--- src/source/memPkg.sv ---
`default_nettype none

package memPkg;

	// bus widths
	localparam int lineBits = 128;
	localparam int addrBits = 32;
	localparam int opmBits = 5;

	// operation codes, held non-zero until the status reads OK
	localparam logic [opmBits-1:0] opNone = 5'h00;
	localparam logic [opmBits-1:0] opLoad = 5'h01;
	localparam logic [opmBits-1:0] opStore = 5'h02;

	// status codes
	localparam logic [1:0] okReady = 2'b00;
	localparam logic [1:0] okOk = 2'b01;
	localparam logic [1:0] okHold = 2'b10;
	localparam logic [1:0] okFault = 2'b11;

	// top three address bits that select the mmio space
	localparam logic [2:0] mmioRegion = 3'b101;

	// cache and backing store geometry
	localparam int cacheLines = 16;
	localparam int memLines = 256;
	localparam int extDelay = 4;
	localparam int indexBits = $clog2(cacheLines);
	localparam int tagBits = $clog2(memLines) - indexBits;
	localparam int lineNumBits = $clog2(memLines);
	localparam int offsetBits = 4;
	localparam int regSelBits = 4;

	// gpio register selects
	localparam logic [regSelBits-1:0] gpioRegOut = 4'd0;
	localparam logic [regSelBits-1:0] gpioRegDir = 4'd1;
	localparam logic [regSelBits-1:0] gpioRegIn = 4'd2;

	// address as seen by the line cache
	typedef struct packed {
		logic [2:0] region;
		logic [addrBits-3-tagBits-indexBits-offsetBits-1:0] spare;
		logic [tagBits-1:0] tag;
		logic [indexBits-1:0] index;
		logic [offsetBits-1:0] offset;
	} lineView_s;

	// address as seen by an mmio block
	typedef struct packed {
		logic [2:0] region;
		logic [addrBits-3-regSelBits-offsetBits-1:0] spare;
		logic [regSelBits-1:0] regSel;
		logic [offsetBits-1:0] wordOff;
	} regView_s;

	typedef union packed {
		lineView_s line;
		regView_s regs;
	} memAddr_u;

	typedef struct packed {
		logic [opmBits-1:0] opm;
		memAddr_u addr;
		logic [lineBits-1:0] wdata;
	} memReq_s;

	typedef struct packed {
		logic [1:0] ok;
		logic [lineBits-1:0] rdata;
	} memRsp_s;

	typedef struct packed {
		logic strobe;
		logic write;
		logic [lineNumBits-1:0] line;
		logic [lineBits-1:0] data;
	} extReq_s;

	typedef struct packed {
		logic strobe;
		logic write;
		logic [regSelBits-1:0] regSel;
		logic [31:0] data;
	} mmioReq_s;

endpackage

`default_nettype wire

--- src/source/l2LineStore.sv ---
`default_nettype none

module l2LineStore (
	input wire clock,
	input wire rstN,
	input wire [memPkg::indexBits-1:0] index,
	input wire we,
	input wire [memPkg::tagBits-1:0] tagIn,
	input wire [memPkg::lineBits-1:0] lineIn,
	output logic [memPkg::tagBits-1:0] tagOut,
	output logic validOut,
	output logic [memPkg::lineBits-1:0] lineOut
);

	// tag and data arrays
	logic [memPkg::tagBits-1:0] tagMem [memPkg::cacheLines];
	logic [memPkg::lineBits-1:0] lineMem [memPkg::cacheLines];
	// one valid bit per line
	logic [memPkg::cacheLines-1:0] validBits;

	// asynchronous read of the indexed entry
	assign tagOut = tagMem[index];
	assign lineOut = lineMem[index];
	assign validOut = validBits[index];

	// synchronous write of tag and line
	always_ff @(posedge clock)
	begin
		if (we)
		begin
			tagMem[index] <= tagIn;
			lineMem[index] <= lineIn;
		end
	end

	// valid bits cleared on reset, set by any write
	always_ff @(posedge clock or negedge rstN)
	begin
		if (!rstN)
			validBits <= '0;
		else if (we)
			validBits[index] <= 1'b1;
	end

endmodule

`default_nettype wire

--- config.mk ---
export PLATFORM = sky130hd
export DESIGN_NAME = l2LineStore
export DESIGN_NICKNAME = d
export VERILOG_FILES = /design/src/source/memPkg.sv /design/src/source/l2LineStore.sv
export SDC_FILE = /design/constraint.sdc
export NUM_CORES = 2
export LEC_CHECK = 0
export BUFFER_PORTS_ARGS = -buffer_cell sky130_fd_sc_hd__buf_4
export CAP_MARGIN = 30
export CORE_MARGIN = 2
export CORE_UTILIZATION = 61
export DETAILED_ROUTE_END_ITERATION = 8
export GPL_TIMING_DRIVEN = 0
export PLACE_DENSITY_LB_ADDON = 0.15
export SLEW_MARGIN = 20
export SYNTH_ARGS = -nofsm -noshare
export SYNTH_HDL_FRONTEND = slang
export SYNTH_SLANG_ARGS = --single-unit
--- constraint.sdc ---
create_clock -name clock -period 3.28 [get_ports clock]
set_clock_uncertainty 0.2 [all_clocks]
set_input_delay 0.328 -clock clock [delete_from_list [all_inputs] [get_ports clock]]
set_output_delay 0.328 -clock clock [all_outputs]
set_load 0.01 [all_outputs]
==> impl_results.rst <==
.. list-table::
   :header-rows: 1

   * - Metric
     - Value
   * - Type of the worst setup path
     - in2out
   * - Deepest clock path buffer count
     - 3
   * - Total of warnings raised by yosys
     - 0
   * - Floorplan die area
     - 0.133 mm^2
   * - Via-to-Cell Ratio
     - 6.55
   * - Synth unique cells
     - 18
   * - H-tree level count
     - 4
   * - Worst-path fanout max
     - 10
   * - Proportion of synthesized chip area in sequential cells
     - 80.4%
   * - Clk sink count
     - 2,128
   * - Proportion of netlist area held by the largest area contributor
     - 79.9%
   * - Pwr Density
     - 594 mW/mm^2
   * - Critical path cell sequence
     - buf_6 > buf_2 > buf_1 > mux4_2 > a22oi_1 > nand2_1 > buf_4
   * - Violations in the final reports
     - setup timing
   * - Initial cell density of the core
     - 61.4%
   * - Pin count of the biggest net entering global routing
     - 23
   * - Fin. max-slew vios
     - 0
   * - GP Congestion
     - 0.741
   * - Clock network latency to the later pin of the worst-skew pair
     - 0.82 ns
   * - Setup Fix Bufs, Post-CTS
     - 0
   * - Total via count in the routed design
     - 38,834
   * - Die height
     - 365 um
   * - Post-layout nets
     - 4,164
   * - CTS clock-pin slew for the worst setup and hold paths
     - 0.06 ns
   * - Fraction of layout cells with a size suffix above 1
     - 32.2%
   * - Syn-to-layout area delta
     - 19.1%
   * - Biggest area contributors in the synthesized netlist
     - sky130_fd_sc_hd__edfxtp_1, sky130_fd_sc_hd__mux4_2, sky130_fd_sc_hd__a22oi_1
   * - Gate count after technology mapping
     - 3,282
   * - Cell taking the most area after synthesis
     - sky130_fd_sc_hd__edfxtp_1
   * - Synthesized netlist net count
     - 3,421
   * - Launching element type of the critical path
     - input pin
   * - Worst path slowest cell
     - sky130_fd_sc_hd__buf_1
   * - Max Fclk
     - 302 MHz
   * - Result of the run
     - complete, but fails checks
   * - Post-Synth Simple-Gate Area
     - 0.924%
   * - Routed WL
     - 193,000 um
   * - TritonRoute pass-1 iters
     - 5
   * - Post-route antenna net violation count
     - 0
   * - Required time of the critical path
     - 2.75 ns
   * - Mapped Avg Cell Area
     - 24.2 um^2
   * - Total DRC errors in the routed layout
     - 0
   * - Design Power
     - 0.0561 W
   * - Clock buffers created by TritonCTS
     - 199
   * - Global-route total usage across every layer
     - 29.7%
   * - Crit path DAT
     - 2.78 ns
   * - Adder-cell area share of the yosys netlist
     - 0%
   * - Antenna violations before repair
     - 26
   * - First-pass GRT wire length
     - 277,000 um
   * - TritonCTS clock tree
     - built
   * - Worst path setup slack after routing
     - -0.0323 ns
   * - Overall die width
     - 365 um
   * - Filler cells
     - 7,042
   * - Relative max-transition margin
     - 34.6%
   * - CP max stage delay
     - 0.72 ns
   * - GR Overflow Total
     - 0
   * - Sort of element at the end of the critical path
     - output port
   * - Largest voltage drop on the vdd net
     - 0.596 mV
   * - Vias in the first global route
     - 40,097
   * - Portion of the clock cycle consumed by the worst path in the final layout
     - 101%
   * - Clk root buf
     - sky130_fd_sc_hd__clkbuf_16
   * - Register bit total from synthesis
     - 2,128
   * - Unrepaired setup endpoints after global routing
     - false
   * - Clock period minus final worst setup slack
     - 3.31 ns
   * - HPWL after DPL
     - 121,000 um
   * - Class of the most critical hold timing path
     - in2reg
   * - Number of max-cap violations
     - 0
   * - Compound-Gate Fraction of Synth Area
     - 2.52%
   * - # port buffers
     - 269
   * - Post-synthesis cell area
     - 0.0794 mm^2
   * - First DRT Iteration DRCs
     - 4,943
   * - Number of top-level design ports
     - 272
   * - Multiplexer share of the synthesized area
     - 15.1%
   * - Dominant combinational cell family by area after synthesis
     - multiplexers
   * - Xor and xnor area share after synthesis
     - 0%
   * - Number of endpoints with negative hold slack in the final report
     - 0
   * - Mean routed wirelength per cell
     - 32.5 um
   * - Number of setup violations in the final report
     - 1
   * - Final core area utilization
     - 73.1%
   * - Floorplan core area
     - 0.129 mm^2
   * - Static leakage
     - 30.6 nW
   * - Number of cell rows
     - 132
   * - Transition time of the tightest slew-check pin
     - 0.981 ns
area by class of cell:
| class | instances | area, um^2 | area share (%) |
|---|---|---|---|
| tap | 1742 | 2180 | 2.31 |
| multi-input combinational | 975 | 14800 | 15.7 |
| timing repair buffer | 542 | 6550 | 6.93 |
| clock buffer | 250 | 5230 | 5.53 |
| buffer | 179 | 923 | 0.977 |
| sequential | 2128 | 63800 | 67.5 |
| antenna | 9 | 22.5 | 0.0238 |
| clock inverter | 107 | 960 | 1.02 |
registers in the layout (all words and copies together), names as in the netlist:
name and count:
validBits 16, lineMem 2048, tagMem 64
worst paths after layout:
check / to / slack [ns] / startpoint / cells after the start
hold / removal: lineMem[2][127] / 0.1 / index[3] / 3
max in group asynchronous: validBits[2] / 1.84 / rstN / 3
setup reg to reg: validBits[8] / 2.28 / validBits[8] / 1
setup / recovery: lineOut[5] / -0.03 / index[1] / 7
min in group asynchronous: validBits[0] / 0.57 / rstN / 3
hold reg to reg: validBits[6] / 0.27 / validBits[6] / 1
critical path: cells and delay by family:
kind	cells	cell delay, ns
and+or+nand+nor	1	0.24
buffers and inverters	4	1.54
muxes	1	0.42
AOI/OAI and AO/OA	1	0.22
per-stage QoR:
| step | cell area [um^2] | hold WS (ns) | worst slack, ns | instances | TNS (ns) |
|---|---|---|---|---|---|
| after floorplan | 79600 | -0.168 | -0.503 | 3282 | -793.01 |
| after global placement | 83800 | -0.0138 | -3.11 | 5293 | -6331.85 |
| after detailed placement | 86900 | -0.00323 | -0.179 | 5431 | -4.07 |
| after CTS | 94500 | 0.0389 | 0.0179 | 5923 | 0 |
| after global routing | 94500 | 0.0679 | 0.00665 | 5928 | 0 |
| final | 94500 | 0.0972 | -0.0323 | 5932 | -0.0323 |
synth_stat cells, drive strengths merged:
cell	n
or3b	1
nand2b	2
nand2	134
buf	111
a22oi	266
nand3	1
nand3b	2
clkbuf	68
edfxtp	2112
nor2	17
and2	1
nor2b	2
dfrtp	16
mux4	532
or2	17
metal layers:
metal  track usage (%)  vias up  part of all wire, %
li1                  -    15713                    -
met1              40.3    20376                   36
met2              48.0     2313                   49
met3              7.07      402                   11
met4              10.7       30                  3.6
met5                 0        -                0.095
repair_timing:
item	CTS	global route
hold endpoints to repair	2141	0
resized for setup	12	21
endpoints found under the setup margin	70	27
hold buffers	135	0
cells by family after synthesis:
family                 count (synthesis)
buffers and inverters                179
AND/OR/NAND/NOR                      177
AO/OA/AOI/OAI                        266
multiplexers                         532
flip-flops                          2128
report_power, final:
part           internal [W]  switching (W)  total [W]
Sequential           0.0305       0.000151     0.0306
Clock                0.0123        0.00967     0.0220
Combinational       0.00154        0.00199    0.00353
Total                0.0443         0.0118     0.0561
cell usage in the layout, fill, tap and decap left out, types with 4 or more instances in the layout:
cell type                          n
sky130_fd_sc_hd__or2_2            17
sky130_fd_sc_hd__dlygate4sd3_1   135
sky130_fd_sc_hd__buf_6            11
sky130_fd_sc_hd__mux4_2          532
sky130_fd_sc_hd__buf_16           59
sky130_fd_sc_hd__clkinv_2         34
sky130_fd_sc_hd__nor2_4           16
sky130_fd_sc_hd__clkinv_8          6
sky130_fd_sc_hd__buf_12           76
sky130_fd_sc_hd__nand2_1         134
sky130_fd_sc_hd__buf_8             4
sky130_fd_sc_hd__dfrtp_1          16
sky130_fd_sc_hd__inv_6             5
sky130_fd_sc_hd__clkinv_1         42
sky130_fd_sc_hd__diode_2           9
sky130_fd_sc_hd__buf_4           281
sky130_fd_sc_hd__bufinv_16        13
sky130_fd_sc_hd__buf_2            61
sky130_fd_sc_hd__clkbuf_2         20
sky130_fd_sc_hd__edfxtp_1       2112
sky130_fd_sc_hd__clkbuf_8          4
sky130_fd_sc_hd__clkinvlp_4        4
sky130_fd_sc_hd__a22oi_1         266
sky130_fd_sc_hd__clkbuf_1         97
sky130_fd_sc_hd__buf_1            23
sky130_fd_sc_hd__clkbuf_16       200
No activity file was read; power rests on OpenSTA's default activity.
