==> src/source/memPkg.sv <==
`default_nettype none

package memPkg;

	// bus widths
	localparam int lineBits = 128;
	localparam int addrBits = 32;
	localparam int opmBits = 5;

	// operation codes, held non-zero until the status reads OK
	localparam logic [opmBits-1:0] opNone = 5'h00;
	localparam logic [opmBits-1:0] opLoad = 5'h01;
	localparam logic [opmBits-1:0] opStore = 5'h02;

	// status codes
	localparam logic [1:0] okReady = 2'b00;
	localparam logic [1:0] okOk = 2'b01;
	localparam logic [1:0] okHold = 2'b10;
	localparam logic [1:0] okFault = 2'b11;

	// top three address bits that select the mmio space
	localparam logic [2:0] mmioRegion = 3'b101;

	// cache and backing store geometry
	localparam int cacheLines = 16;
	localparam int memLines = 256;
	localparam int extDelay = 4;
	localparam int indexBits = $clog2(cacheLines);
	localparam int tagBits = $clog2(memLines) - indexBits;
	localparam int lineNumBits = $clog2(memLines);
	localparam int offsetBits = 4;
	localparam int regSelBits = 4;

	// gpio register selects
	localparam logic [regSelBits-1:0] gpioRegOut = 4'd0;
	localparam logic [regSelBits-1:0] gpioRegDir = 4'd1;
	localparam logic [regSelBits-1:0] gpioRegIn = 4'd2;

	// address as seen by the line cache
	typedef struct packed {
		logic [2:0] region;
		logic [addrBits-3-tagBits-indexBits-offsetBits-1:0] spare;
		logic [tagBits-1:0] tag;
		logic [indexBits-1:0] index;
		logic [offsetBits-1:0] offset;
	} lineView_s;

	// address as seen by an mmio block
	typedef struct packed {
		logic [2:0] region;
		logic [addrBits-3-regSelBits-offsetBits-1:0] spare;
		logic [regSelBits-1:0] regSel;
		logic [offsetBits-1:0] wordOff;
	} regView_s;

	typedef union packed {
		lineView_s line;
		regView_s regs;
	} memAddr_u;

	typedef struct packed {
		logic [opmBits-1:0] opm;
		memAddr_u addr;
		logic [lineBits-1:0] wdata;
	} memReq_s;

	typedef struct packed {
		logic [1:0] ok;
		logic [lineBits-1:0] rdata;
	} memRsp_s;

	typedef struct packed {
		logic strobe;
		logic write;
		logic [lineNumBits-1:0] line;
		logic [lineBits-1:0] data;
	} extReq_s;

	typedef struct packed {
		logic strobe;
		logic write;
		logic [regSelBits-1:0] regSel;
		logic [31:0] data;
	} mmioReq_s;

endpackage

`default_nettype wire

==> src/source/memL2Ctrl.sv <==
`default_nettype none

module memL2Ctrl (
	input wire clock,
	input wire rstN,
	input wire memPkg::memReq_s req,
	output memPkg::memRsp_s rsp,
	output logic [memPkg::indexBits-1:0] cacheIndex,
	output logic cacheWe,
	output logic [memPkg::tagBits-1:0] cacheTag,
	output logic [memPkg::lineBits-1:0] cacheLine,
	input wire [memPkg::tagBits-1:0] storedTag,
	input wire storedValid,
	input wire [memPkg::lineBits-1:0] storedLine,
	output memPkg::extReq_s ext,
	input wire extDone,
	input wire [memPkg::lineBits-1:0] extLine,
	output memPkg::mmioReq_s mmio,
	input wire mmioDone,
	input wire [31:0] mmioData,
	input wire mmioFault
);

	// fsm states
	localparam logic [2:0] idle = 3'd0;
	localparam logic [2:0] lookup = 3'd1;
	localparam logic [2:0] waitExt = 3'd2;
	localparam logic [2:0] waitMmio = 3'd3;
	localparam logic [2:0] reply = 3'd4;

	logic [2:0] state;
	logic [2:0] nextState;
	logic [memPkg::lineBits-1:0] replyLine;
	logic isLoad;
	logic isStore;
	logic validOp;
	logic isMmio;
	logic hit;

	// request decode, request is held steady by the requester
	assign isLoad = req.opm == memPkg::opLoad;
	assign isStore = req.opm == memPkg::opStore;
	assign validOp = isLoad || isStore;
	assign isMmio = req.addr.regs.region == memPkg::mmioRegion;
	// tag compare against the indexed line
	assign hit = storedValid && (storedTag == req.addr.line.tag);

	// cache side
	assign cacheIndex = req.addr.line.index;
	assign cacheTag = req.addr.line.tag;
	// fill on load miss, refresh with store data on store hit
	assign cacheLine = isLoad ? extLine : req.wdata;
	assign cacheWe = (state == waitExt) && extDone && (isLoad || hit);

	// backing store, one strobe per miss or store
	always_comb
	begin
		ext.strobe = (state == lookup) && validOp && !isMmio && (isStore || !hit);
		ext.write = isStore;
		ext.line = {req.addr.line.tag, req.addr.line.index};
		ext.data = req.wdata;
	end

	// mmio side gets only the low word
	always_comb
	begin
		mmio.strobe = (state == lookup) && validOp && isMmio;
		mmio.write = isStore;
		mmio.regSel = req.addr.regs.regSel;
		mmio.data = req.wdata[31:0];
	end

	always_comb
	begin
		nextState = state;
		case (state)
			idle:
				if (req.opm != memPkg::opNone)
					nextState = lookup;
			lookup:
			begin
				if (!validOp)
					nextState = idle;
				else if (isMmio)
					nextState = waitMmio;
				// load hit finishes right here
				else if (isLoad && hit)
					nextState = idle;
				else
					nextState = waitExt;
			end
			waitExt:
				if (extDone)
					nextState = reply;
			waitMmio:
				if (mmioDone)
					nextState = idle;
			reply:
				nextState = idle;
			default:
				nextState = idle;
		endcase
	end

	always_ff @(posedge clock or negedge rstN)
	begin
		if (!rstN)
			state <= idle;
		else
			state <= nextState;
	end

	// line returned in reply, stores give zero data
	always_ff @(posedge clock)
	begin
		if (state == waitExt && extDone)
			replyLine <= isLoad ? extLine : '0;
	end

	// status back to the requester, ok or fault for one cycle only
	always_comb
	begin
		rsp.ok = memPkg::okReady;
		rsp.rdata = '0;
		case (state)
			lookup:
			begin
				if (!validOp)
					rsp.ok = memPkg::okFault;
				else if (!isMmio && isLoad && hit)
				begin
					rsp.ok = memPkg::okOk;
					rsp.rdata = storedLine;
				end
				else
					rsp.ok = memPkg::okHold;
			end
			waitExt:
				rsp.ok = memPkg::okHold;
			waitMmio:
			begin
				if (mmioDone)
				begin
					rsp.ok = mmioFault ? memPkg::okFault : memPkg::okOk;
					// zero extended register word
					rsp.rdata = memPkg::lineBits'(mmioData);
				end
				else
					rsp.ok = memPkg::okHold;
			end
			reply:
			begin
				rsp.ok = memPkg::okOk;
				rsp.rdata = replyLine;
			end
			default:
				rsp.ok = memPkg::okReady;
		endcase
	end

endmodule

`default_nettype wire

==> config.mk <==
export PLATFORM = sky130hd
export DESIGN_NAME = memL2Ctrl
export DESIGN_NICKNAME = d
export VERILOG_FILES = /design/src/source/memPkg.sv /design/src/source/memL2Ctrl.sv
export SDC_FILE = /design/constraint.sdc
export NUM_CORES = 1
export LEC_CHECK = 0
export BUFFER_PORTS_ARGS = -buffer_cell sky130_fd_sc_hd__buf_2
export CORE_AREA = 3 3 353 355
export DETAILED_ROUTE_END_ITERATION = 8
export DIE_AREA = 0 0 356 358
export PLACE_DENSITY = 0.33
export SKIP_CTS_REPAIR_TIMING = 1
export SYNTH_ARGS = -nofsm -noshare
export SYNTH_HDL_FRONTEND = slang
export SYNTH_SLANG_ARGS = --single-unit
export TNS_END_PERCENT = 5
==> constraint.sdc <==
create_clock -name clock -period 11.85 [get_ports clock]
set_clock_uncertainty 0.1 [all_clocks]
set_input_delay 0 -clock clock [delete_from_list [all_inputs] [get_ports clock]]
set_output_delay 0 -clock clock [all_outputs]
set_load 0.03 [all_outputs]
==> summary.log, run 1 <==
INFO  status         status=finished, final reports clean
INFO  detailed_routing first_iter_violations=397
INFO  sta            worst_slew_pin_slew=0.946ns
INFO  yosys          synthesis.area_per_instance=10.9um^2
INFO  critical_path  timing.rr.start=state[0]
INFO  place          placedInstanceArea=14000um^2
INFO  global_route   number_of_antenna_violations_at_the_first_check_in_global_routing=28
INFO  hold_path      hold_path.startpoint=req[160]
INFO  clocking       cts_max_path_buffers=2
INFO  detailed_routing wl_per_cell=18.2um
INFO  power          peakVddDrop=126uV
INFO  global_route   global_route.usage.met2=14.9%
INFO  global_route   global_route_wire_length_before_repair=76300um
INFO  detailed_routing detail_route.first_pass.iterations=4
INFO  global_route   globalRouteTotalUtil=8.76%
INFO  critical_path  timing.critical_path.arrival=3.40ns
INFO  hold_path      hold_path_end=state[1]
INFO  detailed_routing drt_drc_violations_left=0
INFO  yosys          syn_area=9260um^2
INFO  global_route   grt-ovfl-total=0
INFO  die            die_height=358um
INFO  place          detailedPlacementHpwl=48600um
INFO  clocking       worst_skew_pair_latency=0.50ns
INFO  place          portBuffers=868
INFO  clocking       cts_buffers=17
INFO  power          pleak=8.42nW
INFO  critical_path  critPathLaunchType=primary input
INFO  sta            setup-violations-final=0
INFO  yosys          synth_cells=847
INFO  hold_path      worstHoldPathType=in -> reg
INFO  sta            period_minus_slack=3.50ns
INFO  finish         finish.instance_area=16000um^2
INFO  sta            timing.final.max_slew_violations=0
INFO  critical_path  critical_path.max_fanout=58
INFO  yosys          synthDistinctLibCells=38
INFO  clocking       cts.clk_slew.worst_paths=0.07ns
INFO  critical_path  crit-reg2reg-capture=state[0]
INFO  die            num_rows=128
INFO  detailed_routing route.detailed.vias_per_inst=3.06
INFO  yosys          synth_warnings=0
INFO  finish         commonest_cells_after_routing_fill_and_taps_aside=sky130_fd_sc_hd__buf_2 (868), sky130_fd_sc_hd__a21o_1 (161), sky130_fd_sc_hd__dlygate4sd3_1 (139)
INFO  critical_path  end_kind=output port
INFO  finish         drive_above_1_share=58.2%
INFO  detailed_routing route.antenna.remaining_nets=0
INFO  sta            final-hold-violation-count=0
INFO  clocking       cts.sinks=131
INFO  global_route   top_usage_layer=met2
INFO  critical_path  timing.critical_path.required=11.75ns
INFO  sta            max-slew-margin-rel=36.9%
INFO  critical_path  worstRegToRegCells=6
INFO  detailed_routing routed_wl=59800um
INFO  critical_path  critPathKind=in -> out
INFO  finish         finish.net_count=2097
INFO  yosys          mappedNetlistNets=1310
INFO  die            die_w=356um
INFO  power          power_density=101nW/um^2
INFO  finish         most_common_cell_after_layout_fill_and_taps_aside=sky130_fd_sc_hd__buf_2
INFO  sta            fmax=285MHz
INFO  place          globalplace.congestion=0.765
INFO  finish         fillers=14.0k
INFO  sta            finalSetupTns=0ns
INFO  clocking       clockRootBuffer=sky130_fd_sc_hd__clkbuf_16
INFO  global_route   grt.met3_usage=3.01%
INFO  die            core=122000um^2
INFO  sta            rsz_0062_raised_after_global_routing=false
INFO  die            top_level_ports=906
INFO  global_route   gr-usage-met1=9.99%
INFO  yosys          synth.yosys.seq_area_share=42.3%
INFO  sta            portion_of_the_clock_cycle_consumed_by_the_worst_path_in_the_final_layout=29.6%
INFO  global_route   pin_count_of_the_biggest_net_entering_global_routing=130
INFO  clocking       htree_num_levels=4
INFO  finish         area.growth.synth_to_final=72.8%
INFO  critical_path  setup.reg_to_reg.worst_slack=9.13ns
INFO  detailed_routing route.vias.total=10.0k
INFO  yosys          synth_seq_cells=131
INFO  die            initial_core_util=7.61%
INFO  hold_path      min_delay_path_depth=4
INFO  global_route   first_global_vias=9570
INFO  clocking       tritoncts=yes
INFO  run            drv.max_cap_violation_count=0
INFO  die            die_area=127000um^2
## power breakdown
group | internal, mW | switching (mW)
clock network | 0.367 | 0.239
registers | 0.522 | 0.0108
logic | 0.176 | 0.300
## cell type report
cell class / instances / area [um^2] / area share (%)
clock inverter: 13 / 190 / 1.19
timing repair buffer: 1022 / 5860 / 36.6
antenna: 7 / 17.5 / 0.110
clock buffer: 18 / 429 / 2.68
inverter: 1 / 3.75 / 0.0235
sequential: 131 / 3920 / 24.5
tap: 1625 / 2030 / 12.7
multi-input combinational: 461 / 3540 / 22.2
## synth_stat cells
master	number	area [um^2]
sky130_fd_sc_hd__a2111o_1	1	11.3
sky130_fd_sc_hd__a211oi_1	1	7.51
sky130_fd_sc_hd__a21o_1	161	1210
sky130_fd_sc_hd__a22o_1	88	771
sky130_fd_sc_hd__a22o_2	40	400
sky130_fd_sc_hd__a31oi_1	2	12.5
sky130_fd_sc_hd__and2_1	1	6.26
sky130_fd_sc_hd__and2b_1	1	7.51
sky130_fd_sc_hd__and3_1	128	801
sky130_fd_sc_hd__buf_1	2	7.51
sky130_fd_sc_hd__buf_12	9	180
sky130_fd_sc_hd__buf_2	3	15.0
sky130_fd_sc_hd__buf_4	182	1370
sky130_fd_sc_hd__buf_6	2	22.5
sky130_fd_sc_hd__buf_8	2	30.0
sky130_fd_sc_hd__clkbuf_1	54	203
sky130_fd_sc_hd__dfrtp_1	3	75.1
sky130_fd_sc_hd__edfxtp_1	128	3840
sky130_fd_sc_hd__inv_1	1	3.75
sky130_fd_sc_hd__nand2_1	3	11.3
sky130_fd_sc_hd__nand2_4	1	11.3
sky130_fd_sc_hd__nand2b_1	4	25.0
sky130_fd_sc_hd__nand3_2	1	10.0
sky130_fd_sc_hd__nand3b_1	2	15.0
sky130_fd_sc_hd__nor2_1	4	15.0
sky130_fd_sc_hd__nor2b_1	1	6.26
sky130_fd_sc_hd__nor3_1	1	5.00
sky130_fd_sc_hd__nor3_4	1	16.3
sky130_fd_sc_hd__nor3b_1	1	7.51
sky130_fd_sc_hd__nor3b_2	1	12.5
sky130_fd_sc_hd__nor4_4	2	42.5
sky130_fd_sc_hd__nor4b_1	1	8.76
sky130_fd_sc_hd__o21ai_0	5	25.0
sky130_fd_sc_hd__o31ai_1	1	7.51
sky130_fd_sc_hd__or2_1	1	6.26
sky130_fd_sc_hd__or3_1	3	18.8
sky130_fd_sc_hd__or4_1	1	7.51
sky130_fd_sc_hd__xnor2_1	4	35.0
## through the flow
stage	setup slack (ns)	power, mW	utilization, %	cells	hold slack [ns]
floorplan	5.04	0.830	-	847	-0.396
global placement	8.91	0.982	11.5	3101	-0.288
detailed placement	8.86	0.979	11.5	3101	-0.288
CTS	8.23	1.62	12.0	3132	-0.916
global route	8.08	1.71	13.1	3272	0.00524
finish	8.35	1.61	13.1	3278	0.0193
## layer usage
layer	part of all wire [%]	wire [um]
met3	8.2	4920
met2	49	29600
met5	0.038	23
met1	39	23600
met4	2.9	1750
## worst max path at each step
| stage | end | slack [ns] | from |
|---|---|---|---|
| 4_1_cts | rsp[71] | 8.23 | state[0] |
| 5_1_grt | rsp[71] | 8.08 | state[0] |
| 6_report | rsp[77] | 8.35 | req[161] |
| 2_1_floorplan | cacheWe | 5.04 | state[2] |
| 3_5_place_dp | rsp[71] | 8.86 | req[161] |
| 3_3_place_gp | rsp[77] | 8.91 | state[0] |
## sequential cells by signal, summed over array words and instances (netlist names)
register	cells
state	3
replyLine	128
## critical path, stage by stage
cell and delay [ns]:
sky130_fd_sc_hd__dlygate4sd3_1 0.54, sky130_fd_sc_hd__buf_2 0.15, sky130_fd_sc_hd__and2b_4 0.24, sky130_fd_sc_hd__buf_4 0.21
sky130_fd_sc_hd__nand2_8 0.20, sky130_fd_sc_hd__nor4_4 0.33, sky130_fd_sc_hd__buf_4 0.36, sky130_fd_sc_hd__buf_4 0.60
sky130_fd_sc_hd__a22o_1 0.35, sky130_fd_sc_hd__buf_2 0.25
## cell families (layout without fill, tap and decap cells)
kind of cell,after synthesis,after routing,synth area share [%]
DFF,131,131,42.3
xor gates and xnor gates,4,4,0.378
and+or+nand+nor,158,158,11.2
other,0,7,0
AOI/OAI and AO/OA,299,299,26.4
buffers and inverters,255,1054,19.7
No activity file was read; power rests on OpenSTA's default activity.
==> run 2, diff against run 1 <==
Settings changed: CORE_AREA 3 3 353 355 to 3 3 350 352, DIE_AREA 0 0 356 358 to 0 0 353 355, PLACE_DENSITY 0.33 to 0.34.
Clock period 11.85 ns to 3.2 ns, I/O delays scaled along.
==> run 2 against run 1 <==
Net effect: the run now ends with hold timing left; critical path depth fell by 4; sequential share of layout area barely moved; cell count fell by 0.52%; clock-buffer cell count fell by 1; highest routed layer is now met4; flip-flop and latch count did not move; first-iteration DRC count rose by 54%.
==> summary.log, run 2 (same netlist as run 1, synthesis figures left out) <==
INFO  status         status=complete, but fails checks
INFO  status         violations_in_the_final_reports=hold timing
INFO  sta            timing.final.max_slew_violations=0
INFO  clocking       worst_skew_pair_latency=0.48ns
INFO  hold_path      worstHoldPathType=in -> reg
INFO  global_route   number_of_antenna_violations_at_the_first_check_in_global_routing=16
INFO  die            num_rows=127
INFO  clocking       cts_buffers=17
INFO  die            core=120000um^2
INFO  clocking       tritoncts=yes
INFO  detailed_routing route.detailed.vias_per_inst=3.12
INFO  finish         drive_above_1_share=58.5%
INFO  critical_path  critPathLaunchType=flip-flop
INFO  clocking       cts.sinks=131
INFO  place          portBuffers=868
INFO  sta            fmax=359MHz
INFO  clocking       clockRootBuffer=sky130_fd_sc_hd__clkbuf_16
INFO  finish         multiInputGateArea=3540um^2
INFO  critical_path  end_kind=output port
INFO  global_route   global_route_wire_length_before_repair=74600um
INFO  detailed_routing routed_wl=57600um
INFO  power          peakVddDrop=419uV
INFO  sta            final-hold-violation-count=1
INFO  clocking       cts_max_path_buffers=2
INFO  power          power_density=370nW/um^2
INFO  critical_path  timing.critical_path.arrival=2.69ns
INFO  die            top_level_ports=906
INFO  place          pre_cts_slack=0.898ns
INFO  finish         number_of_flip_flops_in_the_largest_register=128
INFO  sta            min_setup_slack_post_route=0.414ns
INFO  finish         area.growth.synth_to_final=73.1%
INFO  finish         most_common_cell_after_layout_fill_and_taps_aside=sky130_fd_sc_hd__buf_2
INFO  die            die_height=355um
INFO  sta            setup-violations-final=0
INFO  finish         finish.instance_area=16000um^2
INFO  detailed_routing route.antenna.remaining_nets=0
INFO  global_route   first_global_vias=9403
INFO  detailed_routing route.vias.total=10.2k
INFO  detailed_routing wl_per_cell=17.7um
INFO  clocking       cts.clk_slew.worst_paths=0.07ns
INFO  detailed_routing drt_drc_violations_left=0
INFO  detailed_routing detail_route.first_pass.iterations=4
INFO  sta            finalSetupTns=0ns
INFO  sta            hold_ws=-0.00335ns
INFO  die            die_area=125000um^2
INFO  global_route   globalRouteTotalUtil=8.50%
INFO  place          placedInstanceArea=14000um^2
INFO  critical_path  critPathKind=reg -> out
INFO  place          detailedPlacementHpwl=45300um
INFO  finish         commonest_cells_after_routing_fill_and_taps_aside=sky130_fd_sc_hd__buf_2 (868), sky130_fd_sc_hd__a21o_1 (161), sky130_fd_sc_hd__dlygate4sd3_1 (139)
INFO  sta            period_minus_slack=2.79ns
INFO  critical_path  critical_path.max_fanout=64
INFO  sta            rsz_0062_raised_after_global_routing=false
INFO  place          globalplace.congestion=0.889
INFO  finish         area_occupied_by_registers=3920um^2
INFO  sta            max-slew-margin-rel=35.5%
INFO  die            initial_core_util=7.74%
INFO  run            drv.max_cap_violation_count=0
INFO  detailed_routing first_iter_violations=610
INFO  die            die_w=353um
INFO  sta            worst_slew_pin_slew=0.967ns
INFO  clocking       htree_num_levels=4
INFO  finish         largest_registers=replyLine (128), state (3)
INFO  global_route   grt-ovfl-total=0
INFO  power          pleak=8.42nW
INFO  finish         fillers=13.7k
INFO  global_route   pin_count_of_the_biggest_net_entering_global_routing=131
INFO  critical_path  timing.critical_path.required=3.10ns
INFO  finish         registers.top_by_ff_count=replyLine
INFO  finish         finish.net_count=2095
INFO  sta            portion_of_the_clock_cycle_consumed_by_the_worst_path_in_the_final_layout=87.1%
==> run 2: cell count changes in the layout (fill, tap and decap cells not counted), sizes merged <==
cell      delta
clkinv       -3
buf          -2
bufinv       -3
clkinvlp     +1
clkbuf       -1
diode        -3
inv          +7
==> run 2: worst max-delay path, stage by stage (launching register included) <==
cell	delay [ns]
sky130_fd_sc_hd__dfrtp_1	0.46
sky130_fd_sc_hd__nor3b_2	0.27
sky130_fd_sc_hd__nand2_1	0.21
sky130_fd_sc_hd__nor4_4	0.32
sky130_fd_sc_hd__buf_12	0.30
sky130_fd_sc_hd__a22o_2	0.28
sky130_fd_sc_hd__buf_2	0.22
==> run 2: area by class of cell <==
type,count,area share (%)
timing repair buffer,1020,37.0
tap,1612,12.6
inverter,1,0.0234
sequential,131,24.5
multi-input combinational,461,22.1
clock buffer,17,2.66
antenna,4,0.0625
clock inverter,15,1.07
==> run 2: per-layer routing <==
| metal | GRT usage, % | part of all wire (%) |
|---|---|---|
| met5 | 0 | 0 |
| met2 | 15.0 | 50 |
| met1 | 10.2 | 41 |
| met3 | 1.94 | 6.0 |
| met4 | 2.76 | 2.5 |
==> run 2: power breakdown <==
part | switching (mW) | internal (mW)
logic | 1.12 | 0.659
clock network | 1.01 | 1.17
registers | 0.0379 | 1.93
==> run 2: path summary, 6_finish.rpt <==
path,start,slack (ns),depth (start not counted),end
setup / recovery,state[0],0.41,6,rsp[34]
hold / removal,req[160],-0.003,4,state[1]
setup reg to reg,state[0],1.06,5,state[0]
hold reg to reg,state[2],0.60,2,state[1]
max in group asynchronous,rstN,2.48,3,state[2]
min in group asynchronous,rstN,0.35,3,state[0]
==> run 2: per-stage QoR <==
stage / util [%] / std cells / power, mW / hold WS [ns]
2_1_floorplan: - / 847 / 3.07 / -0.396
3_3_place_gp: 11.7 / 3086 / 3.64 / -0.288
4_1_cts: 12.2 / 3118 / 5.95 / -0.876
3_5_place_dp: 11.7 / 3086 / 3.62 / -0.284
6_report: 13.4 / 3261 / 5.93 / -0.00335
5_1_grt: 13.4 / 3260 / 6.24 / 0.0135
