$ cat src/source/memPkg.sv
`default_nettype none

package memPkg;

	// bus widths
	localparam int lineBits = 128;
	localparam int addrBits = 32;
	localparam int opmBits = 5;

	// operation codes, held non-zero until the status reads OK
	localparam logic [opmBits-1:0] opNone = 5'h00;
	localparam logic [opmBits-1:0] opLoad = 5'h01;
	localparam logic [opmBits-1:0] opStore = 5'h02;

	// status codes
	localparam logic [1:0] okReady = 2'b00;
	localparam logic [1:0] okOk = 2'b01;
	localparam logic [1:0] okHold = 2'b10;
	localparam logic [1:0] okFault = 2'b11;

	// top three address bits that select the mmio space
	localparam logic [2:0] mmioRegion = 3'b101;

	// cache and backing store geometry
	localparam int cacheLines = 16;
	localparam int memLines = 256;
	localparam int extDelay = 4;
	localparam int indexBits = $clog2(cacheLines);
	localparam int tagBits = $clog2(memLines) - indexBits;
	localparam int lineNumBits = $clog2(memLines);
	localparam int offsetBits = 4;
	localparam int regSelBits = 4;

	// gpio register selects
	localparam logic [regSelBits-1:0] gpioRegOut = 4'd0;
	localparam logic [regSelBits-1:0] gpioRegDir = 4'd1;
	localparam logic [regSelBits-1:0] gpioRegIn = 4'd2;

	// address as seen by the line cache
	typedef struct packed {
		logic [2:0] region;
		logic [addrBits-3-tagBits-indexBits-offsetBits-1:0] spare;
		logic [tagBits-1:0] tag;
		logic [indexBits-1:0] index;
		logic [offsetBits-1:0] offset;
	} lineView_s;

	// address as seen by an mmio block
	typedef struct packed {
		logic [2:0] region;
		logic [addrBits-3-regSelBits-offsetBits-1:0] spare;
		logic [regSelBits-1:0] regSel;
		logic [offsetBits-1:0] wordOff;
	} regView_s;

	typedef union packed {
		lineView_s line;
		regView_s regs;
	} memAddr_u;

	typedef struct packed {
		logic [opmBits-1:0] opm;
		memAddr_u addr;
		logic [lineBits-1:0] wdata;
	} memReq_s;

	typedef struct packed {
		logic [1:0] ok;
		logic [lineBits-1:0] rdata;
	} memRsp_s;

	typedef struct packed {
		logic strobe;
		logic write;
		logic [lineNumBits-1:0] line;
		logic [lineBits-1:0] data;
	} extReq_s;

	typedef struct packed {
		logic strobe;
		logic write;
		logic [regSelBits-1:0] regSel;
		logic [31:0] data;
	} mmioReq_s;

endpackage

`default_nettype wire

$ cat src/source/mmioGpio.sv
`default_nettype none

module mmioGpio (
	input wire clock,
	input wire rstN,
	input wire memPkg::mmioReq_s req,
	output logic done,
	output logic [31:0] rdata,
	output logic fault,
	input wire [31:0] gpioIn,
	output logic [31:0] gpioOut,
	output logic [31:0] gpioDir
);

	logic [31:0] outReg;
	logic [31:0] dirReg;
	// two flop synchronizer, second stage is the input register
	logic [31:0] inSync;
	logic [31:0] inReg;

	always_ff @(posedge clock or negedge rstN)
	begin
		if (!rstN)
		begin
			inSync <= '0;
			inReg <= '0;
		end
		else
		begin
			inSync <= gpioIn;
			inReg <= inSync;
		end
	end

	// register access, answered one cycle after the strobe
	always_ff @(posedge clock or negedge rstN)
	begin
		if (!rstN)
		begin
			outReg <= '0;
			dirReg <= '0;
			done <= 1'b0;
			fault <= 1'b0;
			rdata <= '0;
		end
		else
		begin
			done <= req.strobe;
			fault <= 1'b0;
			rdata <= '0;
			if (req.strobe)
			begin
				case (req.regSel)
					memPkg::gpioRegOut:
						if (req.write)
							outReg <= req.data;
						else
							rdata <= outReg;
					memPkg::gpioRegDir:
						if (req.write)
							dirReg <= req.data;
						else
							rdata <= dirReg;
					// input register is read only
					memPkg::gpioRegIn:
						if (req.write)
							fault <= 1'b1;
						else
							rdata <= inReg;
					// unmapped select
					default:
						fault <= 1'b1;
				endcase
			end
		end
	end

	assign gpioOut = outReg;
	assign gpioDir = dirReg;

endmodule

`default_nettype wire

$ cat config.mk
export PLATFORM = sky130hd
export DESIGN_NAME = mmioGpio
export DESIGN_NICKNAME = d
export VERILOG_FILES = /design/src/source/memPkg.sv /design/src/source/mmioGpio.sv
export SDC_FILE = /design/constraint.sdc
export NUM_CORES = 1
export LEC_CHECK = 0
export ABC_CLOCK_PERIOD_IN_PS = 2800
export BUFFER_PORTS_ARGS = -buffer_cell sky130_fd_sc_hd__clkbuf_2
export CORE_ASPECT_RATIO = 2
export CORE_MARGIN = 10
export CORE_UTILIZATION = 25
export CTS_BUF_LIST = sky130_fd_sc_hd__clkbuf_2
export CTS_CLUSTER_SIZE = 14
export DETAILED_ROUTE_END_ITERATION = 7
export PLACE_DENSITY_LB_ADDON = 0.1
export SYNTH_ARGS = -nofsm -noshare
export SYNTH_HDL_FRONTEND = slang
export SYNTH_SLANG_ARGS = --single-unit
$ cat constraint.sdc
create_clock -name clock -period 2.8 [get_ports clock]
set_clock_uncertainty 0.15 [all_clocks]
set_input_delay 0.14 -clock clock [delete_from_list [all_inputs] [get_ports clock]]
set_output_delay 0.14 -clock clock [all_outputs]
set_load 0.005 [all_outputs]
==> summary.md, run 1 <==
| Metric | Value |
|---|---|
| Chip width | about 130 um |
| Leading cell type in the layout, fill and taps excluded | clkbuf_2 |
| Yosys cell types | 22 |
| Worst hold path class | reg -> reg |
| Via density | approximately 4.3 |
| LEAKAGE | just over 4 nW |
| Cell-internal power | approximately 3.4 mW |
| Count of final max-slew check failures | 0 |
| Synth Area in Compound Gates | ~6.4% |
| Psw | approximately 1.3 mW |
| Worst path slowest cell | dlygate4sd3_1 |
| Global route total overflow | 0 |
| Die ar. | 0.0295 sq mm |
| R2R Setup Slk | 1.30 ns |
| Portion of the post-synthesis area used by sequential elements | 71.4% |
| Proportion of total power due to net switching | roughly 27% |
| Hold buffers post-CTS | between 100 and 150 |
| Post-cts repair resize count | 0 |
| Initial DRC Count | between 100 and 150 |
| Netlist area before placement | 0.00568 sq mm |
| Signed area change from the synthesized netlist to the final layout | 49.8% |
| Detailed-routing iteration count for the pre-antenna-repair pass | 6 |
| Yosys Warn Count | 0 |
| DRC | 0 |
| Critical Path AT | roughly 2.8 ns |
| Total count of hold-check failures in the final report | 0 |
| Simple-Gate Fraction of Synth Area | slightly below 3% |
| Number of levels the H-tree was split into | 4 |
| Critical path data required time | roughly 3.3 ns |
| # IOs | 170 |
| Wire length of the first global-routing pass | approximately 27000 um |
| Number of nets still failing antenna checks after routing | 0 |
| Library cell used as clock root buffer | clkbuf_2 |
| Final net count | about 740 |
| Maximum clock insertion buffer count | 2 |
| Logic pwr share | 16.8% |
| Multiplexer area fraction after synthesis | 16.7% |
| Adder-cell share of the synthesized area | 0% |
| CTS clock-pin slew for the worst setup and hold paths | 0.23 ns |
| Max frequency | about 440 MHz |
| Total clock buffers created by CTS | 17 |
| Number of buffer and inverter instances along the worst setup path | 3 |
| Startpoint of the worst-slack reg-to-reg timing path | gpioDir[8] |
| Total negative slack | 0 ns |
| Worst rel slew slack | around two fifths |
| Power Dens Cells | 556 mW/mm^2 |
| Synth Net Count | between 400 and 500 |
| Dpl hpwl | approximately 12000 um |
| Fin crit share | between 80% and 90% |
| Endpoint of the worst-slack reg-to-reg timing path | gpioDir[8] |
| Pin count of the biggest net entering global routing | 71 |
| Hold slack | roughly 0.2 ns |
| Most frequent cell on the critical path | dlygate4sd3_1 |
| Run status | completed |
| MaxCap Viol Count | 0 |
| Maximum single-stage delay on the critical path | approximately 0.7 ns |
| Count of final setup violators | 0 |
| Clk Latency, worst-skew pair | slightly above 0.7 ns |
| Family of cells with the greatest summed delay on the critical path | buffers and inverters |
| GPL Wtd Cong | around 0.74 |
| Proportion of layout cells with a drive suffix above 1 | a little over two fifths |
| Number of rows in the core area | 78 |
| Clock tree from TritonCTS | yes |
| Hold Path Depth | 0 |
| RSZ-0062 raised after global routing | no |
| Total via count after detailed routing | a little over 4000 |
| Y dimension of the die | ~230 um |
| Critical path endpoint category | flip-flop |
| Relative contribution of sequential cells to total power | 58.1% |
| Clock Sinks | roughly 160 |
| Post-route minimum period | ~2.3 ns |
| Main combinational cell family by area after synthesis | multiplexers |
| Antenna violations before repair | 1 |
| WL final | about 17000 um |
| Xor/xnor cell area share of the yosys netlist | 0% |
| Critical path type | in -> reg |
| Effective utilization at floorplan | between 20 and 30% |
| Critical Path Fanout Max | 13 |
| Worst Hold End | inReg[29] |
| Number of I/O port buffers | 169 |
| Type of element launching the critical path | input pin |
| Depth of the worst register-to-register path | 2 |
| Clock power frac | between 20% and 30% |
| Min-delay src | inSync[29] |
| Max rail drop VDD | roughly 0.41 mV |
| Average wire per cell in the routed design | 18.2 um |
| Post-synthesis average cell area | approximately 17 sq um |
| Overall track demand over capacity in global routing | approximately an eighth |
| Placeable core area | around 0.023 sq mm |
| Number of register bits inferred by synthesis | 162 |
| Crit path cell chain | dlygate4sd3_1 -> clkbuf_2 -> nor4b_4 -> and3_2 -> dlygate4sd3_1 -> mux2_1 |
| Fill cell total of the finished layout | between 2000 and 2500 |
| Via count of the first global-routing pass | roughly 4800 |
| Number of buffers inserted by post-CTS setup repair | 0 |
| Commonest cells after routing, fill and taps aside | clkbuf_2 (186), dfrtp_1 (162), dlygate4sd3_1 (143) |
| Actual transition at the worst max-transition pin | just over 0.9 ns |
| Synthesized instance count | 343 |
-- power by group through the flow --
stage / sequential (mW) / combinational [mW] / clock, mW
2_1_floorplan: 2.76 / 0.250 / 0
3_3_place_gp: 2.80 / 0.642 / 0
3_5_place_dp: 2.80 / 0.655 / 0
4_1_cts: 2.75 / 0.818 / 1.27
5_1_grt: 2.78 / 0.875 / 1.35
6_report: 2.75 / 0.792 / 1.19
-- kinds of logic after synthesis --
logic type             Yosys count
AOI/OAI and AO/OA               47
DFF                            162
buffers and inverters           20
and+or+nand+nor                 30
muxes                           84
-- Yosys cell counts --
library cell	instances	area share [%]
a21boi_0	1	0.13
a21oi_1	1	0.088
a22oi_1	32	4.2
and3_1	1	0.11
buf_1	1	0.066
buf_2	4	0.35
buf_6	5	0.99
buf_8	3	0.79
clkbuf_1	7	0.46
dfrtp_1	162	71
mux2_1	5	0.99
mux2_2	79	16
nand3_1	1	0.088
nand3b_2	1	0.20
nor2_1	21	1.4
nor2b_1	2	0.22
nor3_1	1	0.088
nor3b_2	1	0.22
nor4b_1	1	0.15
nor4b_4	1	0.42
o21ai_0	1	0.088
o2bb2ai_1	12	1.9
-- worst max-delay path by stage --
stage | startpoint | to | slack, ns | cells past startpoint
after detailed placement | req[33] | gpioDir[3] | 0.66 | 5
after global routing | req[33] | gpioDir[20] | 0.49 | 6
after CTS | req[33] | gpioDir[11] | 0.59 | 6
after floorplan | req[33] | gpioDir[12] | 1.27 | 6
final | req[33] | gpioDir[11] | 0.51 | 6
after global placement | req[33] | gpioDir[9] | 0.72 | 5
-- per-stage QoR --
stage | total power [mW] | cell area (sq um) | setup slack, ns | utilization [%] | cells
after global routing | 5.01 | 8510 | 0.491 | 37.7 | 960
after detailed placement | 3.46 | 6860 | 0.663 | 30.4 | 784
after CTS | 4.84 | 8500 | 0.587 | 37.7 | 958
after floorplan | 3.01 | 5680 | 1.27 | - | 343
after global placement | 3.44 | 6860 | 0.717 | 30.4 | 784
final | 4.73 | 8510 | 0.509 | 37.7 | 960
-- final cells by class --
cell class                      instances  area (sq um)  share of cell area, %
Sequential cell                       162          4050                   47.6
Timing Repair Buffer                  324          2400                   28.2
Multi-Input combinational cell        161          1490                   17.5
Tap cell                              280           350                   4.12
Clock inverter                         13           120                   1.41
Clock buffer                           18          90.1                   1.06
Antenna cell                            2          5.00                 0.0588
-- sequential cells by signal, summed over array words and instances, names as in the netlist --
register  cells
done          1
gpioOut      32
inReg        32
fault         1
rdata        32
gpioDir      32
inSync       32
-- per-layer routing --
metal  track usage, %  wire length [um]  up-vias
met1             12.1              6290     2111
met2             22.7             10100      107
met5                0                 0        -
li1                 -                 -     1879
met3             3.59               859        8
met4             4.25               200        0
Note: power is estimated with default switching activity, not from simulation.
==> run 2: changes to the inputs <==
--- a/config.mk
+++ b/config.mk
@@ -5,7 +5,7 @@
 export SDC_FILE = /design/constraint.sdc
 export NUM_CORES = 1
 export LEC_CHECK = 0
-export ABC_CLOCK_PERIOD_IN_PS = 2800
+export ABC_CLOCK_PERIOD_IN_PS = 1990
 export BUFFER_PORTS_ARGS = -buffer_cell sky130_fd_sc_hd__clkbuf_2
 export CORE_ASPECT_RATIO = 2
 export CORE_MARGIN = 10
==> constraint.sdc (replaced) <==
create_clock -name clock -period 1.99 [get_ports clock]
set_clock_uncertainty 0.15 [all_clocks]
set_input_delay 0.0995 -clock clock [delete_from_list [all_inputs] [get_ports clock]]
set_output_delay 0.0995 -clock clock [all_outputs]
set_load 0.005 [all_outputs]
==> summary.md, run 2 (same netlist as run 1, synthesis figures left out) <==
| Metric | Value |
|---|---|
| Run status | finished with violations |
| Violations in the final reports | setup timing |
| Clock Sinks | about 160 |
| Library cell used as clock root buffer | clkbuf_2 |
| Via density | around 4.3 |
| Initial DRC Count | about 190 |
| Total clock buffers created by CTS | 17 |
| Depth of the worst register-to-register path | 2 |
| Critical path data required time | between 2 and 3 ns |
| DRC | 0 |
| Signed area change from the synthesized netlist to the final layout | 52.6% |
| # IOs | 170 |
| R2R Setup Slk | roughly 0.46 ns |
| Type of element launching the critical path | input pin |
| M3 GR Usage | 3.97% |
| Register cell area after layout | a little over 0.004 sq mm |
| GPL Wtd Cong | ~0.77 |
| RSZ-0062 raised after global routing | no |
| Met2 demand-to-capacity share in global routing | roughly 23% |
| Clk Latency, worst-skew pair | between 0.8 and 0.9 ns |
| Critical Path AT | 2.56 ns |
| Maximum clock insertion buffer count | 2 |
| CP Launch Point | req[35] |
| Count of final max-slew check failures | 0 |
| Placeable core area | 0.0225 sq mm |
| Post-cts repair resize count | 0 |
| Total count of hold-check failures in the final report | 0 |
| Actual transition at the worst max-transition pin | 0.561 ns |
| Antenna violations before repair | 1 |
| Critical path endpoint category | flip-flop |
| Chip width | around 130 um |
| Clock tree from TritonCTS | yes |
| Placement Cell Area | a little under 0.007 sq mm |
| Average wire per cell in the routed design | approximately 18 um |
| CTS clock-pin slew for the worst setup and hold paths | between 0.2 and 0.25 ns |
| Power Dens Cells | 810 mW/mm^2 |
| Count of final setup violators | 3 |
| Wire length of the first global-routing pass | between 20000 and 30000 um |
| MaxCap Viol Count | 0 |
| WL final | around 18000 um |
| Worst rel slew slack | roughly 63% |
| Commonest cells after routing, fill and taps aside | clkbuf_2 (187), dfrtp_1 (162), dlygate4sd3_1 (149) |
| Max frequency | just under 500 MHz |
| Worst hold path class | in -> async |
| Minimum setup slack in the final design | -0.0209 ns |
| Critical Path Fanout Max | 21 |
| Final std cells w/o fill | slightly below 1000 |
| Fin crit share | 101% |
| Startpoint of the worst-slack reg-to-reg timing path | gpioDir[9] |
| Dpl hpwl | approximately 12000 um |
| Number of nets still failing antenna checks after routing | 0 |
| Via count of the first global-routing pass | roughly 4800 |
| Met1 global-route usage | roughly 12% |
| Post-route minimum period | around 2.0 ns |
| Effective utilization at floorplan | between 20% and 30% |
| Overall track demand over capacity in global routing | 12.4% |
| Number of rows in the core area | slightly below 80 |
| Endpoint of the worst-slack reg-to-reg timing path | gpioDir[9] |
| Total via count after detailed routing | approximately 4200 |
| Number of levels the H-tree was split into | 4 |
| Post-route cell area | about 0.0087 sq mm |
| Dpl cells | between 700 and 800 |
| Die ar. | 0.0295 sq mm |
| Number of buffers inserted by post-CTS setup repair | 0 |
| Critical Path End | gpioDir[9] |
| Global routing's busiest layer | met2 |
| LEAKAGE | between 4 and 5 nW |
| Leading cell type in the layout, fill and taps excluded | clkbuf_2 |
| Detailed-routing iteration count for the pre-antenna-repair pass | 4 |
| Pin count of the biggest net entering global routing | 56 |
| Max rail drop VDD | around 0.46 mV |
| Critical path type | in -> reg |
| Number of I/O port buffers | roughly 170 |
| Proportion of layout cells with a drive suffix above 1 | 43.5% |
| Multi-input logic area | approximately 0.0015 sq mm |
| Global route total overflow | 0 |
| Y dimension of the die | between 200 and 250 um |
| Final net count | around 750 |
| Fill cell total of the finished layout | ~2200 |
-- run 2: changes by cell type in the layout (fill, tap and decap cells not counted) --
cell / previous run / this run
dlygate4sd3_1: 143 / 149
buf_12: 2 / 4
clkinv_1: 2 / 3
bufinv_16: 2 / 4
buf_4: 10 / 11
clkinv_2: 6 / 4
clkinvlp_4: 3 / 2
clkbuf_2: 186 / 187
-- run 2: layout make-up --
cell class	count	area share (%)
well taps	280	4.04
diodes	2	0.0577
repair buffers	333	28.9
flip-flops and latches	162	46.8
multi-input cells	161	17.2
clock inverters	13	1.92
clock buffers	19	1.10
-- run 2: layer usage --
layer	wire length, um	vias to the layer above
met2	9920	133
met4	581	0
met5	0	-
li1	-	1894
met3	1020	23
met1	6260	2141
-- run 2: metrics by stage --
stage / hold slack [ns] / power (mW) / utilization (%) / setup WS, ns / setup TNS (ns)
final: 0.136 / 7.02 / 38.4 / -0.0209 / -0.0447
after global routing: 0.0621 / 7.40 / 38.4 / 0.0150 / 0
after CTS: 0.0286 / 7.17 / 38.4 / 0.141 / 0
after detailed placement: -0.126 / 4.87 / 30.6 / 0.277 / 0
after global placement: -0.127 / 4.85 / 30.6 / 0.297 / 0
after floorplan: -0.346 / 4.23 / - / 0.501 / 0
-- run 2: power breakdown --
group          switching [mW]  internal (mW)
Sequential              0.259           3.62
Clock                    1.16          0.814
Combinational           0.447          0.719
Total                    1.87           5.15
-- run 2: critical path, stage by stage --
cell and delay (ns):
dlygate4sd3_1 0.53, clkbuf_2 0.17, nor4b_4 0.35, and3_2 0.27, buf_12 0.21, mux2_2 0.36
dlygate4sd3_1 0.57
-- run 2: worst min path at each step --
| stage | start | to | slack, ns | depth (start not counted) |
|---|---|---|---|---|
| after floorplan | rstN | done | -0.35 | 0 |
| after global placement | rstN | gpioOut[3] | -0.13 | 1 |
| after detailed placement | rstN | gpioOut[3] | -0.13 | 1 |
| after CTS | rstN | rdata[3] | 0.03 | 4 |
| after global routing | rstN | gpioOut[3] | 0.06 | 4 |
| final | rstN | rdata[3] | 0.14 | 4 |
-- run 2: timing repair --
item | CTS | global route
hold endpoints to repair | 292 | 0
setup endpoints to repair | 0 | 0
hold buffers | 150 | 0
==> run 3: changes to the inputs <==
--- a/config.mk
+++ b/config.mk
@@ -13,7 +13,7 @@
 export CTS_BUF_LIST = sky130_fd_sc_hd__clkbuf_2
 export CTS_CLUSTER_SIZE = 14
 export DETAILED_ROUTE_END_ITERATION = 7
-export PLACE_DENSITY_LB_ADDON = 0.1
+export PLACE_DENSITY = 0.44
 export SYNTH_ARGS = -nofsm -noshare
 export SYNTH_HDL_FRONTEND = slang
 export SYNTH_SLANG_ARGS = --single-unit
==> summary.md, run 3 (same netlist as run 1, synthesis figures left out) <==
| Metric | Value |
|---|---|
| Critical path type | in -> reg |
| Actual transition at the worst max-transition pin | roughly 1.1 ns |
| Number of nets still failing antenna checks after routing | 0 |
| Max frequency | 499 MHz |
| RSZ-0062 raised after global routing | no |
| Clock tree from TritonCTS | yes |
| Total clock buffers created by CTS | 17 |
| Number of rows in the core area | 78 |
| Startpoint of the worst-slack reg-to-reg timing path | gpioDir[20] |
| CTS clock-pin slew for the worst setup and hold paths | between 0.2 and 0.25 ns |
| Commonest cells after routing, fill and taps aside | clkbuf_2 (189), dfrtp_1 (162), dlygate4sd3_1 (150) |
| Proportion of layout cells with a drive suffix above 1 | roughly 44% |
| Signed area change from the synthesized netlist to the final layout | 53.1% |
| Worst rel slew slack | 24.6% |
| Global route total overflow | 0 |
| Critical Path AT | 2.53 ns |
| Type of element launching the critical path | input pin |
| Critical Path End | gpioDir[18] |
| Maximum clock insertion buffer count | 2 |
| Fin crit share | 101% |
| Post-route minimum period | ~2.0 ns |
| Count of final max-slew check failures | 0 |
| R2R Setup Slk | approximately 0.47 ns |
| Placeable core area | roughly 0.023 sq mm |
| Total count of hold-check failures in the final report | 0 |
| MaxCap Viol Count | 0 |
| Worst hold path class | in -> reg |
| Y dimension of the die | 233 um |
| WL final | between 15000 and 20000 um |
| Number of buffers inserted by post-CTS setup repair | 0 |
| Utilization of the core after routing | between 30 and 40% |
| Post-route total power | around 6.9 mW |
| Pin count of the biggest net entering global routing | 48 |
| Antenna violations before repair | 1 |
| Clock Sinks | between 150 and 200 |
| Run status | finished with violations |
| Effective utilization at floorplan | approximately a quarter |
| Chip width | 127 um |
| Clk Latency, worst-skew pair | approximately 0.76 ns |
| Max rail drop VDD | ~0.58 mV |
| GPL Wtd Cong | roughly 0.79 |
| DRC | 0 |
| Minimum setup slack in the final design | -0.0141 ns |
| Dpl hpwl | 12100 um |
| Average wire per cell in the routed design | between 15 and 20 um |
| Critical path endpoint category | flip-flop |
| Number of I/O port buffers | ~170 |
| Total via count after detailed routing | 4159 |
| Wire length of the first global-routing pass | about 28000 um |
| Via count of the first global-routing pass | around 5000 |
| LEAKAGE | between 4 and 5 nW |
| Die ar. | 0.0295 sq mm |
| Via density | between 4 and 5 |
| Hold Path Depth | 4 |
| CP Launch Point | req[35] |
| Detailed-routing iteration count for the pre-antenna-repair pass | 5 |
| Leading cell type in the layout, fill and taps excluded | clkbuf_2 |
| Critical path data required time | roughly 2.5 ns |
| Number of levels the H-tree was split into | 4 |
| Depth of the worst register-to-register path | 2 |
| Power Dens Cells | slightly below 800 mW/mm^2 |
| Critical Path Fanout Max | 21 |
| Count of final setup violators | 4 |
| Overall track demand over capacity in global routing | 12.6% |
| Endpoint of the worst-slack reg-to-reg timing path | gpioDir[20] |
| Library cell used as clock root buffer | clkbuf_2 |
| # IOs | 170 |
| Initial DRC Count | between 100 and 150 |
| Final net count | between 700 and 800 |
| Violations in the final reports | setup timing |
-- run 3: cell type report --
class / count / area, sq um
Fill cell: 2140 / 13800
Sequential cell: 162 / 4050
Timing Repair Buffer: 338 / 2560
Multi-Input combinational cell: 161 / 1490
Tap cell: 280 / 350
Clock inverter: 10 / 135
Clock buffer: 21 / 105
Antenna cell: 1 / 2.50
-- run 3: worst min-delay path by stage --
stage	slack [ns]	from	end
2_1_floorplan	-0.35	rstN	done
6_report	0.17	req[36]	fault
3_5_place_dp	-0.07	rstN	gpioDir[4]
3_3_place_gp	-0.07	rstN	gpioOut[4]
4_1_cts	0.01	req[36]	fault
5_1_grt	0.07	req[36]	fault
-- run 3: layer usage --
layer | share of wire, % | GRT usage, %
met1 | 37 | 12.9
met5 | 0 | 0
met2 | 57 | 23.0
met3 | 4.7 | 3.88
met4 | 2.1 | 5.08
-- run 3: per-stage QoR --
| stage | instances | TNS (ns) | hold slack [ns] | area (sq um) | setup WS (ns) |
|---|---|---|---|---|---|
| finish | 973 | -0.0475 | 0.170 | 8690 | -0.0141 |
| global route | 973 | 0 | 0.0667 | 8690 | 0.0144 |
| CTS | 972 | 0 | 0.0121 | 8690 | 0.111 |
| detailed placement | 790 | 0 | -0.0702 | 6920 | 0.0789 |
| global placement | 790 | 0 | -0.0734 | 6920 | 0.000403 |
| floorplan | 343 | 0 | -0.346 | 5680 | 0.501 |
-- run 3: timing repair --
| item | 4_1_cts | 5_1_grt |
|---|---|---|
| hold buffers | 151 | 0 |
| gates resized for setup | 0 | 1 |
| endpoints found under the hold margin | 292 | 0 |
| setup endpoints to repair | 0 | 1 |
-- run 3: critical path, stage by stage --
cell and delay [ns]:
dlygate4sd3_1 0.53, clkbuf_2 0.17, nor4b_4 0.33, and3_2 0.27, buf_12 0.20, mux2_2 0.35, dlygate4sd3_1 0.56
-- run 3: report_power, final --
group / total [mW] / switching (mW) / internal (mW)
combinational: 1.19 / 0.461 / 0.734
clock: 1.86 / 1.15 / 0.710
sequential: 3.86 / 0.243 / 3.62
total: 6.91 / 1.85 / 5.06
